<file path="src/rtl/mshr_geom_pkg.sv">
/*
 * MSHR geometry: 4 sets of 4 ways over a 16-bit line address.
 * The data cache splits the same line address as 10-bit tag over 6-bit set.
 */
package mshr_geom_pkg;

    // MSHR organisation
    localparam int unsigned MSHR_SETS  = 4;
    localparam int unsigned MSHR_WAYS  = 4;
    localparam int unsigned MSHR_SET_W = 2;
    localparam int unsigned MSHR_WAY_W = 2;

    // Line address, i.e. byte address without the line offset
    localparam int unsigned NLINE_W = 16;

    // MSHR tag is everything above the MSHR set
    localparam int unsigned MSHR_TAG_W = NLINE_W - MSHR_SET_W;

    // Split used by the data cache itself
    localparam int unsigned CACHE_SET_W = 6;
    localparam int unsigned CACHE_TAG_W = NLINE_W - CACHE_SET_W;

    typedef logic [MSHR_SET_W-1:0] mshr_set_t;
    typedef logic [MSHR_WAY_W-1:0] mshr_way_t;
    typedef logic [MSHR_TAG_W-1:0] mshr_tag_t;

    // MSHR view of a line address
    typedef struct packed {
        mshr_tag_t tag;
        mshr_set_t set;
    } nline_mshr_t;

    // Data cache view of the same line address
    typedef struct packed {
        logic [CACHE_TAG_W-1:0] tag;
        logic [CACHE_SET_W-1:0] set;
    } nline_cache_t;

    // One line address, decoded either way
    // Both views are NLINE_W bits wide and share the low bits
    typedef union packed {
        nline_mshr_t  mshr;
        nline_cache_t cache;
    } nline_u;

endpackage

</file>
<file path="src/rtl/mshr_entry_pkg.sv">
/*
 * Request identifiers and the entry stored per MSHR slot (25 bits).
 * The entry keeps the full MSHR tag; the set is implied by the slot.
 */
package mshr_entry_pkg;

    import mshr_geom_pkg::*;

    // Transaction id returned with the refill response
    typedef logic [3:0] req_tid_t;

    // Requesting source port
    typedef logic [1:0] req_sid_t;

    // Word within the line that the requester is waiting for
    typedef logic [2:0] word_idx_t;

    typedef struct packed {
        mshr_tag_t tag;
        req_tid_t  tid;
        req_sid_t  sid;
        word_idx_t word_idx;
        // Requester expects a response for this miss
        logic      need_rsp;
        // Miss was raised by the prefetcher
        logic      is_prefetch;
    } mshr_entry_t;

endpackage

</file>
<file path="src/rtl/mshr_way_if.sv">
/*
 * Link between the front end, one MSHR way and the merge block.
 * addr is shared by read and write; only one command is active per cycle.
 */
interface mshr_way_if
    import mshr_geom_pkg::*, mshr_entry_pkg::*;
();

    // Front end to way
    logic        we;
    logic        clr;
    mshr_set_t   addr;
    mshr_entry_t wentry;
    logic        rd;

    // Way back to front end and merge block
    logic [MSHR_SETS-1:0] valid_vec;
    mshr_entry_t          rentry;
    logic                 rvalid;

    // Front end also watches the live valid flags for the free-way search
    modport ctrl (
        output we,
        output clr,
        output addr,
        output wentry,
        output rd,
        input  valid_vec
    );

    modport way (
        input  we,
        input  clr,
        input  addr,
        input  wentry,
        input  rd,
        output valid_vec,
        output rentry,
        output rvalid
    );

    modport merge (
        input  valid_vec,
        input  rentry,
        input  rvalid
    );

endinterface

</file>
<file path="src/rtl/mshr_ack_merge.sv">
/*
 * Hit and acknowledge data come from the registered way reads, one cycle
 * after the command. empty_o and full_o follow the live valid flags.
 */
module mshr_ack_merge
    import mshr_geom_pkg::*, mshr_entry_pkg::*;
(
    input  mshr_tag_t               check_tag_i,
    input  mshr_set_t               ack_set_i,
    input  mshr_way_t               ack_way_i,

    output logic                    hit_o,

    output req_tid_t                ack_tid_o,
    output req_sid_t                ack_sid_o,
    output word_idx_t               ack_word_o,
    output logic                    ack_need_rsp_o,
    output logic                    ack_is_prefetch_o,
    output nline_u                  ack_nline_o,
    output logic [CACHE_SET_W-1:0]  ack_cache_set_o,

    output logic                    empty_o,
    output logic                    full_o,

    mshr_way_if.merge               ways [MSHR_WAYS]
);

    logic [MSHR_WAYS-1:0][MSHR_SETS-1:0] valid_vec;
    mshr_entry_t [MSHR_WAYS-1:0]         rentry;
    logic [MSHR_WAYS-1:0]                hit_way;
    mshr_entry_t                         ack_entry;
    nline_u                              ack_line;

    for (genvar w = 0; w < MSHR_WAYS; w++) begin : g_way
        assign valid_vec[w] = ways[w].valid_vec;
        assign rentry[w]    = ways[w].rentry;
        // Way holds the checked line if its read slot was live and tags agree
        assign hit_way[w]   = ways[w].rvalid & (ways[w].rentry.tag == check_tag_i);
    end

    assign hit_o = |hit_way;

    // Acknowledged entry
    assign ack_entry = rentry[ack_way_i];

    assign ack_tid_o         = ack_entry.tid;
    assign ack_sid_o         = ack_entry.sid;
    assign ack_word_o        = ack_entry.word_idx;
    assign ack_need_rsp_o    = ack_entry.need_rsp;
    assign ack_is_prefetch_o = ack_entry.is_prefetch;

    // Rebuild the line from stored tag and slot set
    always_comb begin
        ack_line.mshr.tag = ack_entry.tag;
        ack_line.mshr.set = ack_set_i;
    end

    assign ack_nline_o     = ack_line;
    // Same word seen through the data cache split
    assign ack_cache_set_o = ack_line.cache.set;

    assign empty_o = ~|valid_vec;
    assign full_o  = &valid_vec;

endmodule

</file>
<file path="src/rtl/mshr_alloc_ctrl.sv">
/*
 * Commands are single-cycle strobes. An acknowledge never coincides with a
 * check or allocation. An allocation into a full set is silently dropped.
 */
module mshr_alloc_ctrl
    import mshr_geom_pkg::*, mshr_entry_pkg::*;
(
    input  logic       clk_i,
    input  logic       rst_ni,

    input  logic       check_i,
    input  nline_u     check_nline_i,

    input  logic       alloc_i,
    input  nline_u     alloc_nline_i,
    input  req_tid_t   alloc_tid_i,
    input  req_sid_t   alloc_sid_i,
    input  word_idx_t  alloc_word_i,
    input  logic       alloc_need_rsp_i,
    input  logic       alloc_is_prefetch_i,
    output logic       alloc_full_o,
    output mshr_way_t  alloc_way_o,

    input  logic       ack_i,
    input  mshr_set_t  ack_set_i,
    input  mshr_way_t  ack_way_i,

    output mshr_tag_t  check_tag_o,
    output mshr_set_t  ack_set_o,
    output mshr_way_t  ack_way_o,

    mshr_way_if.ctrl   ways [MSHR_WAYS]
);

    logic [MSHR_WAYS-1:0][MSHR_SETS-1:0] valid_vec;
    logic [MSHR_WAYS-1:0]                we_way;
    logic [MSHR_WAYS-1:0]                clr_way;
    logic [MSHR_WAYS-1:0]                rd_way;

    logic        check;
    mshr_set_t   alloc_set;
    mshr_set_t   shared_addr;
    mshr_entry_t alloc_entry;
    logic        free_found;
    mshr_way_t   free_way;
    logic        check_set_full;

    mshr_tag_t   check_tag_q;
    mshr_set_t   check_set_q;
    mshr_set_t   ack_set_q;
    mshr_way_t   ack_way_q;

    // Allocation wins over a check in the same cycle
    assign check     = check_i & ~alloc_i;
    assign alloc_set = alloc_nline_i.mshr.set;

    assign shared_addr = ack_i   ? ack_set_i :
                         alloc_i ? alloc_set : check_nline_i.mshr.set;

    // Lowest free way of the allocation set, way 0 when none
    always_comb begin
        free_found = 1'b0;
        free_way   = '0;
        for (int w = 0; w < MSHR_WAYS; w++) begin
            if (!free_found && !valid_vec[w][alloc_set]) begin
                free_found = 1'b1;
                free_way   = mshr_way_t'(w);
            end
        end
    end

    assign alloc_way_o = free_way;

    // Room left in the set of the last check
    always_comb begin
        check_set_full = 1'b1;
        for (int w = 0; w < MSHR_WAYS; w++) begin
            check_set_full = check_set_full & valid_vec[w][check_set_q];
        end
    end

    assign alloc_full_o = check_set_full;

    assign alloc_entry = '{
        tag:         alloc_nline_i.mshr.tag,
        tid:         alloc_tid_i,
        sid:         alloc_sid_i,
        word_idx:    alloc_word_i,
        need_rsp:    alloc_need_rsp_i,
        is_prefetch: alloc_is_prefetch_i
    };

    for (genvar w = 0; w < MSHR_WAYS; w++) begin : g_way
        // A check reads every way, an acknowledge only the freed one
        assign we_way[w]  = alloc_i & free_found & (free_way == mshr_way_t'(w));
        assign clr_way[w] = ack_i & (ack_way_i == mshr_way_t'(w));
        assign rd_way[w]  = check | clr_way[w];

        assign valid_vec[w]    = ways[w].valid_vec;
        assign ways[w].we      = we_way[w];
        assign ways[w].clr     = clr_way[w];
        assign ways[w].rd      = rd_way[w];
        assign ways[w].addr    = shared_addr;
        assign ways[w].wentry  = alloc_entry;
    end

    always_ff @(posedge clk_i or negedge rst_ni) begin
        if (!rst_ni) begin
            check_tag_q <= '0;
            check_set_q <= '0;
            ack_set_q   <= '0;
            ack_way_q   <= '0;
        end else begin
            if (check) begin
                check_tag_q <= check_nline_i.mshr.tag;
                check_set_q <= check_nline_i.mshr.set;
            end
            if (ack_i) begin
                ack_set_q <= ack_set_i;
                ack_way_q <= ack_way_i;
            end
        end
    end

    assign check_tag_o = check_tag_q;
    assign ack_set_o   = ack_set_q;
    assign ack_way_o   = ack_way_q;

endmodule

</file>
<file path="src/rtl/mshr_top.sv">
/*
 * MSHR of a non-blocking data cache, 4 sets by 4 ways, no back-pressure.
 * Requester must look at alloc_full_o before allocating.
 */
module mshr_top
    import mshr_geom_pkg::*, mshr_entry_pkg::*;
(
    input  logic                    clk_i,
    input  logic                    rst_ni,

    // Check
    input  logic                    check_i,
    input  nline_u                  check_nline_i,
    output logic                    hit_o,

    // Allocation
    input  logic                    alloc_i,
    input  nline_u                  alloc_nline_i,
    input  req_tid_t                alloc_tid_i,
    input  req_sid_t                alloc_sid_i,
    input  word_idx_t               alloc_word_i,
    input  logic                    alloc_need_rsp_i,
    input  logic                    alloc_is_prefetch_i,
    output logic                    alloc_full_o,
    output mshr_way_t               alloc_way_o,

    // Acknowledge
    input  logic                    ack_i,
    input  mshr_set_t               ack_set_i,
    input  mshr_way_t               ack_way_i,
    output req_tid_t                ack_tid_o,
    output req_sid_t                ack_sid_o,
    output word_idx_t               ack_word_o,
    output logic                    ack_need_rsp_o,
    output logic                    ack_is_prefetch_o,
    output nline_u                  ack_nline_o,
    output logic [CACHE_SET_W-1:0]  ack_cache_set_o,

    // Global
    output logic                    empty_o,
    output logic                    full_o
);

    mshr_tag_t check_tag_q;
    mshr_set_t ack_set_q;
    mshr_way_t ack_way_q;

    mshr_way_if way_if [MSHR_WAYS] ();

    mshr_alloc_ctrl alloc_ctrl_i (
        .clk_i               (clk_i),
        .rst_ni              (rst_ni),
        .check_i             (check_i),
        .check_nline_i       (check_nline_i),
        .alloc_i             (alloc_i),
        .alloc_nline_i       (alloc_nline_i),
        .alloc_tid_i         (alloc_tid_i),
        .alloc_sid_i         (alloc_sid_i),
        .alloc_word_i        (alloc_word_i),
        .alloc_need_rsp_i    (alloc_need_rsp_i),
        .alloc_is_prefetch_i (alloc_is_prefetch_i),
        .alloc_full_o        (alloc_full_o),
        .alloc_way_o         (alloc_way_o),
        .ack_i               (ack_i),
        .ack_set_i           (ack_set_i),
        .ack_way_i           (ack_way_i),
        .check_tag_o         (check_tag_q),
        .ack_set_o           (ack_set_q),
        .ack_way_o           (ack_way_q),
        .ways                (way_if)
    );

    for (genvar w = 0; w < MSHR_WAYS; w++) begin : g_way
        mshr_way way_i (
            .clk_i  (clk_i),
            .rst_ni (rst_ni),
            .port   (way_if[w])
        );
    end

    mshr_ack_merge ack_merge_i (
        .check_tag_i       (check_tag_q),
        .ack_set_i         (ack_set_q),
        .ack_way_i         (ack_way_q),
        .hit_o             (hit_o),
        .ack_tid_o         (ack_tid_o),
        .ack_sid_o         (ack_sid_o),
        .ack_word_o        (ack_word_o),
        .ack_need_rsp_o    (ack_need_rsp_o),
        .ack_is_prefetch_o (ack_is_prefetch_o),
        .ack_nline_o       (ack_nline_o),
        .ack_cache_set_o   (ack_cache_set_o),
        .empty_o           (empty_o),
        .full_o            (full_o),
        .ways              (way_if)
    );

endmodule

</file>
<file path="src/rtl/mshr_way.sv">
/*
 * One MSHR way: a valid flag and an entry per set, one shared address.
 * The read port is registered and holds its data until the next read.
 */
module mshr_way
    import mshr_geom_pkg::*, mshr_entry_pkg::*;
(
    input  logic    clk_i,
    input  logic    rst_ni,
    mshr_way_if.way port
);

    logic [MSHR_SETS-1:0] valid_q;
    mshr_entry_t          entry_q [MSHR_SETS];
    mshr_entry_t          rentry_q;
    logic                 rvalid_q;

    // Valid flags and read flag
    always_ff @(posedge clk_i or negedge rst_ni) begin
        if (!rst_ni) begin
            valid_q  <= '0;
            rvalid_q <= 1'b0;
        end else begin
            if (port.we) begin
                valid_q[port.addr] <= 1'b1;
            end
            if (port.clr) begin
                valid_q[port.addr] <= 1'b0;
            end
            // A read that frees the slot sees it as no longer pending,
            // so the freed line stops hitting
            if (port.rd) begin
                rvalid_q <= valid_q[port.addr] & ~port.clr;
            end
        end
    end

    // Entry storage and read data
    always_ff @(posedge clk_i) begin
        if (port.we) begin
            entry_q[port.addr] <= port.wentry;
        end
        if (port.rd) begin
            rentry_q <= entry_q[port.addr];
        end
    end

    assign port.valid_vec = valid_q;
    assign port.rentry    = rentry_q;
    assign port.rvalid    = rvalid_q;

endmodule

</file>
<file path="config.mk">
export PLATFORM = sky130hd
export DESIGN_NAME = mshr_top
export DESIGN_NICKNAME = d
export VERILOG_FILES = /design/src/rtl/mshr_geom_pkg.sv /design/src/rtl/mshr_entry_pkg.sv /design/src/rtl/mshr_way_if.sv /design/src/rtl/mshr_ack_merge.sv /design/src/rtl/mshr_alloc_ctrl.sv /design/src/rtl/mshr_top.sv /design/src/rtl/mshr_way.sv
export SDC_FILE = /design/constraint.sdc
export NUM_CORES = 1
export LEC_CHECK = 0
export ABC_AREA = 0
export BUFFER_PORTS_ARGS = -buffer_cell sky130_fd_sc_hd__buf_2
export CAP_MARGIN = 0
export CORE_UTILIZATION = 61
export CTS_CLUSTER_SIZE = 25
export DETAILED_ROUTE_END_ITERATION = 12
export PLACE_DENSITY_LB_ADDON = 0.08
export SLEW_MARGIN = 25
export SYNTH_ARGS = -nofsm -noshare
export SYNTH_HDL_FRONTEND = slang
export SYNTH_SLANG_ARGS = --single-unit
</file>
<file path="constraint.sdc">
create_clock -name clk_i -period 4.48 [get_ports clk_i]
set_clock_uncertainty 0.1 [all_clocks]
set_input_delay 0.224 -clock clk_i [delete_from_list [all_inputs] [get_ports clk_i]]
set_output_delay 0.224 -clock clk_i [all_outputs]
set_load 0.03 [all_outputs]
</file>
# [Word-level counts from Yosys, hierarchy flattened]
# Memories as Yosys holds them, arrays and structs flattened. A register that Yosys moved wholly into a read port is not among the register bits.
# Index checks and enable logic that the tools add are counted.
[totals] ff_bits=40 latchBits=0 mem_bits_rw=400 rom_bits=0 word_cells=138 mem_count=4
[op_classes] addsub=0 mul=0 n_div=0 order_cmp=5 eq_ne=10 shift=0 muxes=53 bitwise=39 n_reduce_logical=15
[memory_table] name="g_way[0].way_i.entry_q" words=4 word_bits=25 read_ports=1 rd_ports_with_merged_regs=1 write_ports=1 line="mshr_way.sv:14" text="mshr_entry_t entry_q [MSHR_SETS];"
[memory_table] name="g_way[1].way_i.entry_q" words=4 word_bits=25 read_ports=1 rd_ports_with_merged_regs=1 write_ports=1 line="mshr_way.sv:14"
[memory_table] name="g_way[2].way_i.entry_q" words=4 word_bits=25 read_ports=1 rd_ports_with_merged_regs=1 write_ports=1 line="mshr_way.sv:14"
[memory_table] name="g_way[3].way_i.entry_q" words=4 word_bits=25 read_ports=1 rd_ports_with_merged_regs=1 write_ports=1 line="mshr_way.sv:14"
[op_table] operator="$eq A14 B14 Y1" n=4
[op_table] operator="$bmux W25 S2" n=1
[op_table] operator="$mux W4" n=8
[op_table] operator="$mux W1" n=26
[op_table] operator="$mux W25" n=1
[op_table] operator="$bmux W1 S2" n=12
[op_table] operator="$and A1 B1 Y1" n=21
[op_table] operator="$and A4 B4 Y4" n=4
[op_table] operator="$or A4 B4 Y4" n=4
[op_table] operator="$reduce_and A16 Y1" n=1
[op_table] operator="$reduce_or A16 Y1" n=1
[op_table] operator="$lt A2 B3 Y1 const B" n=4
[op_table] operator="$eq A2 B2 Y1 const B" n=4
[op_table] operator="$mux W2" n=4
[op_table] operator="$logic_not A1 Y1" n=6
[op_table] operator="$not A1 Y1" n=5
[op_table] operator="$eq A2 B1 Y1 const B" n=2
[op_table] operator="$logic_and A1 B1 Y1" n=4
[op_table] operator="$logic_not A2 Y1" n=2
[op_table] operator="$not A4 Y4" n=1
[op_table] operator="$or A1 B1 Y1" n=4
[op_table] operator="$reduce_or A4 Y1" n=1
[op_table] operator="$demux W1 S2" n=1
[op_table] operator="$ge A2 B1 Y1 const B" n=1

# [Depth between registers and ports, before layout]
[logic_depth] ltp_word=16 depth_mapped=7

# [Modules after synthesis]
# Synthesis repeated with hierarchy kept, for this count alone.
[hier_totals] cells_unflattened=1073 area_unflattened_um2=21833.4
[by_module_without_submodules] mod="mshr_way (g_way[0].way_i ...)" instances=2 cells_each=176 area_each_um2=4633.2 seq_area_each_um2=3878.7
[by_module_without_submodules] mod="mshr_way (g_way[2].way_i ...)" instances=2 cells_each=177 area_each_um2=4631.9 seq_area_each_um2=3878.7
[by_module_without_submodules] mod="mshr_alloc_ctrl" instances=1 cells_each=227 area_each_um2=1850.5 seq_area_each_um2=500.5
[by_module_without_submodules] mod="mshr_ack_merge" instances=1 cells_each=140 area_each_um2=1452.6 seq_area_each_um2=0.0

# [Worst setup path after synthesis]
# No wires, ideal clock.
[synth_path] path_kind="input-to-reg" startpoint="in alloc_i" endpoint="mem g_way[1].way_i.entry_q[2][0] in the netlist's numbering, enable pin" setup_time_ns=0.441 arrival_ns=3.033 required_time_ns=3.939 setup_slack_ns=0.906 path_stages=6 path_buffers=3 path_cell_list="buf_4 mux2i_4 mux2i_4 buf_6 buf_2 nor3_1"
[synth_via] elab_chain_len=4 elab_cells_between_ends=6
[synth_rtl] element="start: declaration" line="mshr_top.sv:17" text="input logic alloc_i,"
[synth_rtl] element="$and A1 B1 Y1 (2 in series)" line="mshr_alloc_ctrl.sv:95" text="assign we_way[w] = alloc_i & free_found & (free_way == mshr_way_t'(w));"
[synth_rtl] element="$mux W1" line="mshr_way.sv:40" text="if (port.we) begin"
[synth_rtl] element="$mux W1 (implied by the code)" line="mshr_way.sv:41" text="entry_q[port.addr] <= port.wentry;"
[synth_rtl] element="end: declaration" line="mshr_way.sv:14"
# Parallel ways exist; a longest one is shown, timed or not.

# [Final worst setup path]
[layout_path] startpoint="reg g_way[3].way_i.valid_q[3]" endpoint="mem g_way[3].way_i.entry_q[3][7] in the netlist's numbering, enable pin"
[layout_via] elab_chain_len=9 elab_cells_between_ends=11
[layout_rtl] element="start: declaration" line="mshr_way.sv:13" text="logic [MSHR_SETS-1:0] valid_q;"
[layout_rtl] element="start signal: assignment" line="mshr_way.sv:21" text="valid_q <= '0;"
[layout_rtl] element="start signal: indexed assignment" line="mshr_way.sv:25" text="valid_q[port.addr] <= 1'b1;"
[layout_rtl] element="start signal: indexed assignment" line="mshr_way.sv:28" text="valid_q[port.addr] <= 1'b0;"
[layout_rtl] element="$bmux W1 S2 *" line="mshr_alloc_ctrl.sv:65" text="if (!free_found && !valid_vec[w][alloc_set]) begin"
[layout_rtl] element="$mux W1 (implied by the code) *" line="mshr_alloc_ctrl.sv:65"
[layout_rtl] element="$logic_not A1 Y1 *" line="mshr_alloc_ctrl.sv:65"
[layout_rtl] element="$logic_and A1 B1 Y1 *" line="mshr_alloc_ctrl.sv:65"
[layout_rtl] element="$mux W2 / $mux W1 (equally long branches)" line="mshr_alloc_ctrl.sv:65"
[layout_rtl] element="$eq A2 B2 Y1 / $and A1 B1 Y1 (equally long branches)" line="mshr_alloc_ctrl.sv:95"
[layout_rtl] element="$and A1 B1 Y1 *" line="mshr_alloc_ctrl.sv:95"
[layout_rtl] element="$mux W1 *" line="mshr_way.sv:40"
[layout_rtl] element="$mux W1 (implied by the code) *" line="mshr_way.sv:41"
[layout_rtl] element="end: declaration" line="mshr_way.sv:14"
# Mark *: on every way between the ends. The rest lies on a longest branch, timed or not. The select of a mux whose other input is x is not followed.

==> flow_metrics.py <==
metrics = {
    "synthesis": {
        "synth_nets": 1014,
        "seq_area_frac_synth_pct": 76.3,
        "synth_top_cell_by_area": "edfxtp_1",
        "synthFlopType": "edfxtp_1",
        "syn_inst": 962,
        "synth_most_common_cell": "edfxtp_1",
        "async_reset_ff_share_pct": 7.41,
        "synth.distinct_cells": 42,
        "synth_area_um2": 21000,
        "yosys_warnings": 0,
        "ys_seq_elements": 540,
        "synth_top_area_share_pct": 71.5,
        "synthTopCellsByCount": "edfxtp_1, mux4_2, xnor2_1, dfrtp_1, clkbuf_1",
        "synth_area_leaders": "edfxtp_1, mux4_2, dfrtp_1, xnor2_1, mux2_2",
        "synth_area_per_cell_um2": 21.8,
        "synth_edf_count": 500,
    },
    "final_layout": {
        "diodes": 0,
        "final_nets": 1177,
        "layout-drive-gt1-share_pct": 31.0,
        "synthToLayoutAreaGrowth_pct": 15.1,
        "design_area_um2": 24200,
    },
    "global_routing": {
        "grt_pass1_wl_mm": 69.4,
        "grt_pass1_vias": 10453,
        "grt_max_degree": 114,
        "grt.overflow.total": 0,
        "grt_util_all_layers_pct": 28.1,
        "antenna_found_initial": 0,
    },
    "route": {
        "vias_per_cell": 6.37,
        "ant_nets": 0,
        "vias": 10279,
        "post_drt_wl_per_cell_um": 29.3,
        "first_pass_iters": 5,
        "routed_wl_mm": 47.3,
        "drt_iter0_markers": 1061,
        "drc": 0,
    },
    "power_and_ir_drop": {
        "p_seq_share_pct": 52.5,
        "clkPwrFrac_pct": 34.9,
        "internal_power_mw": 8.92,
        "cellLeakagePower_nw": 7.93,
        "peakVddDrop_uv": 399,
        "power_switching_mw": 3.00,
        "p_sw_share_pct": 25.2,
        "total_power_mw": 11.9,
        "pwr-share-comb_pct": 12.6,
        "powerDensity_nw_per_um2": 493,
    },
    "floorplan": {
        "die_h_um": 187,
        "core_area_um2": 33700,
        "ioPinCount": 91,
        "initial_core_util_pct": 62.3,
        "num_rows": 67,
        "die_x_um": 187,
        "dieArea_um2": 35100,
    },
    "sta": {
        "rsz0062_at_grt": "false",
        "worst_slew_pin_slew_ps": 1030,
        "relSlewSlack_pct": 31.3,
        "tns_ps": 0,
        "fin_ws_ps": 1530,
        "final-setup-viol-count": 0,
        "period_share_pct": 65.8,
        "clock.fmax_mhz": 339,
        "finalMaxSlewViolations": 0,
        "finalHoldViolations": 0,
        "fin_hold_ws_ps": 62.5,
        "period_needed_ps": 2950,
    },
    "setup_path": {
        "critPathLaunch": "g_way[3].way_i.port.valid_vec[3]$_DFF_PN0_",
        "cp_data_arrival_time_ps": 3050,
        "crit_fanout": 25,
        "rr_startpoint": "g_way[3].way_i.port.valid_vec[3]$_DFF_PN0_",
        "crit_type": "register to register",
        "worstSetupEndpointType": "register",
        "critPathRequiredTime_ps": 4580,
        "start_kind": "register",
    },
    "cts": {
        "htreeDepth": 2,
        "postCtsSetupBuffers": 0,
        "cts_sinks": 540,
        "cts_buffer_depth": 3,
        "postCtsResizedCells": 0,
        "numCtsBuffers": 51,
        "cts_root_buf": "clkbuf_16",
        "cts_tree": "done",
        "clk_latency_ps": 600,
        "path_clk_slew_ps": 70,
        "hold_buffers": 47,
    },
    "hold_path": {
        "hold_path.class": "primary input to register",
        "hp-start": "alloc_i",
    },
    "placement": {
        "placed_area_um2": 22100,
        "post-dp-hpwl_mm": 27.2,
        "io_buffers": 90,
        "gp_routability_congestion": 0.927,
        "place_ws_ps": 1210,
    },
    "status": {
        "status": "finished, final reports clean",
    },
    "flow_run": {
        "cap_violations": 0,
    },
}
state kept, by name (all words and copies together) (netlist names), named ones only:
signal and count:
g_way.way_i.entry_q 400, alloc_ctrl_i.check_tag_o 14, g_way.way_i.port.valid_vec 7, g_way.way_i.port.rentry 100
alloc_ctrl_i.check_set_q 2, alloc_ctrl_i.ack_way_o 2, g_way.way_i.port.rvalid 4, alloc_ctrl_i.ack_set_o 2
critical path, stage by stage, from the launching register on:
cell and delay, ps:
dfrtp_1 470, mux4_2 510, and4b_1 310, nand2_1 270, nor2_4 880
logic make-up (layout without fill, tap and decap cells):
logic type	Yosys count	in the layout	synth area share, %
AND/OR/NAND/NOR	98	98	2.65
buffers and inverters	66	270	1.64
XOR/XNOR	56	56	2.34
multiplexers	161	161	15.7
AO/OA/AOI/OAI	41	41	1.39
flip-flops	540	540	76.3
cell type report:
| class | instances | area [µm²] |
|---|---|---|
| Clock buffer | 63 | 1360 |
| Clock inverter | 31 | 234 |
| Fill cell | 2055 | 9540 |
| Inverter | 5 | 18.8 |
| Multi-Input combinational cell | 356 | 4740 |
| Sequential cell | 540 | 16000 |
| Tap cell | 448 | 561 |
| Timing Repair Buffer | 171 | 1230 |
final timing paths:
path / end / slack [ps] / cells past startpoint
setup / recovery: g_way[3].way_i.entry_q[3][7]$_DFFE_PP_ / 1530 / 4
hold / removal: g_way[3].way_i.port.valid_vec[0]$_DFF_PN0_ / 60 / 3
setup reg to reg: g_way[3].way_i.entry_q[3][7]$_DFFE_PP_ / 1530 / 4
hold reg to reg: alloc_ctrl_i.check_set_q[0]$_DFFE_PN0P_ / 430 / 1
max in group asynchronous: alloc_ctrl_i.ack_way_o[0]$_DFFE_PN0P_ / 3770 / 2
min in group asynchronous: alloc_ctrl_i.check_tag_o[0]$_DFFE_PN0P_ / 90 / 2
power by group through the flow:
| stage | sequential (mW) | combinational, mW | clock [mW] |
|---|---|---|---|
| finish | 6.26 | 1.50 | 4.16 |
| global route | 6.29 | 1.58 | 4.39 |
| CTS | 6.25 | 1.50 | 4.20 |
| detailed placement | 6.35 | 1.46 | 0 |
| global placement | 6.35 | 1.44 | 0 |
| floorplan | 6.21 | 1.02 | 0 |
cells in the final DEF (no fill, tap or decap), drive strengths merged, types with 3 or more instances in the layout:
master / instances
a21oi: 5
mux2i: 11
nand3: 10
o21ai: 10
buf: 124
nand3b: 3
nand4: 16
xnor2: 56
nor4: 9
inv: 7
clkbuf: 63
nor3: 12
edfxtp: 500
o31ai: 4
nand2b: 15
a2111oi: 4
nand2: 15
or3: 4
a2bb2oi: 3
clkinv: 23
clkinvlp: 3
dlygate4sd3: 47
nor2: 5
dfrtp: 40
mux4: 130
o211ai: 3
o22a: 9
bufinv: 3
mux2: 20
through the flow:
stage          cells  utilization (%)
2_1_floorplan    962                -
3_3_place_gp    1471             65.4
3_5_place_dp    1472             65.5
4_1_cts         1613             71.6
5_1_grt         1614             71.7
6_report        1614             71.7
per-layer routing:
metal | GRT usage (%) | up-vias | share of wire, %
met3 | 6.49 | 73 | 8.5
li1 | - | 4306 | -
met2 | 43.5 | 498 | 48
met1 | 40.8 | 5402 | 41
met5 | 0 | - | 0
met4 | 8.32 | 0 | 2.3
Power figures use the tool's default switching activity.
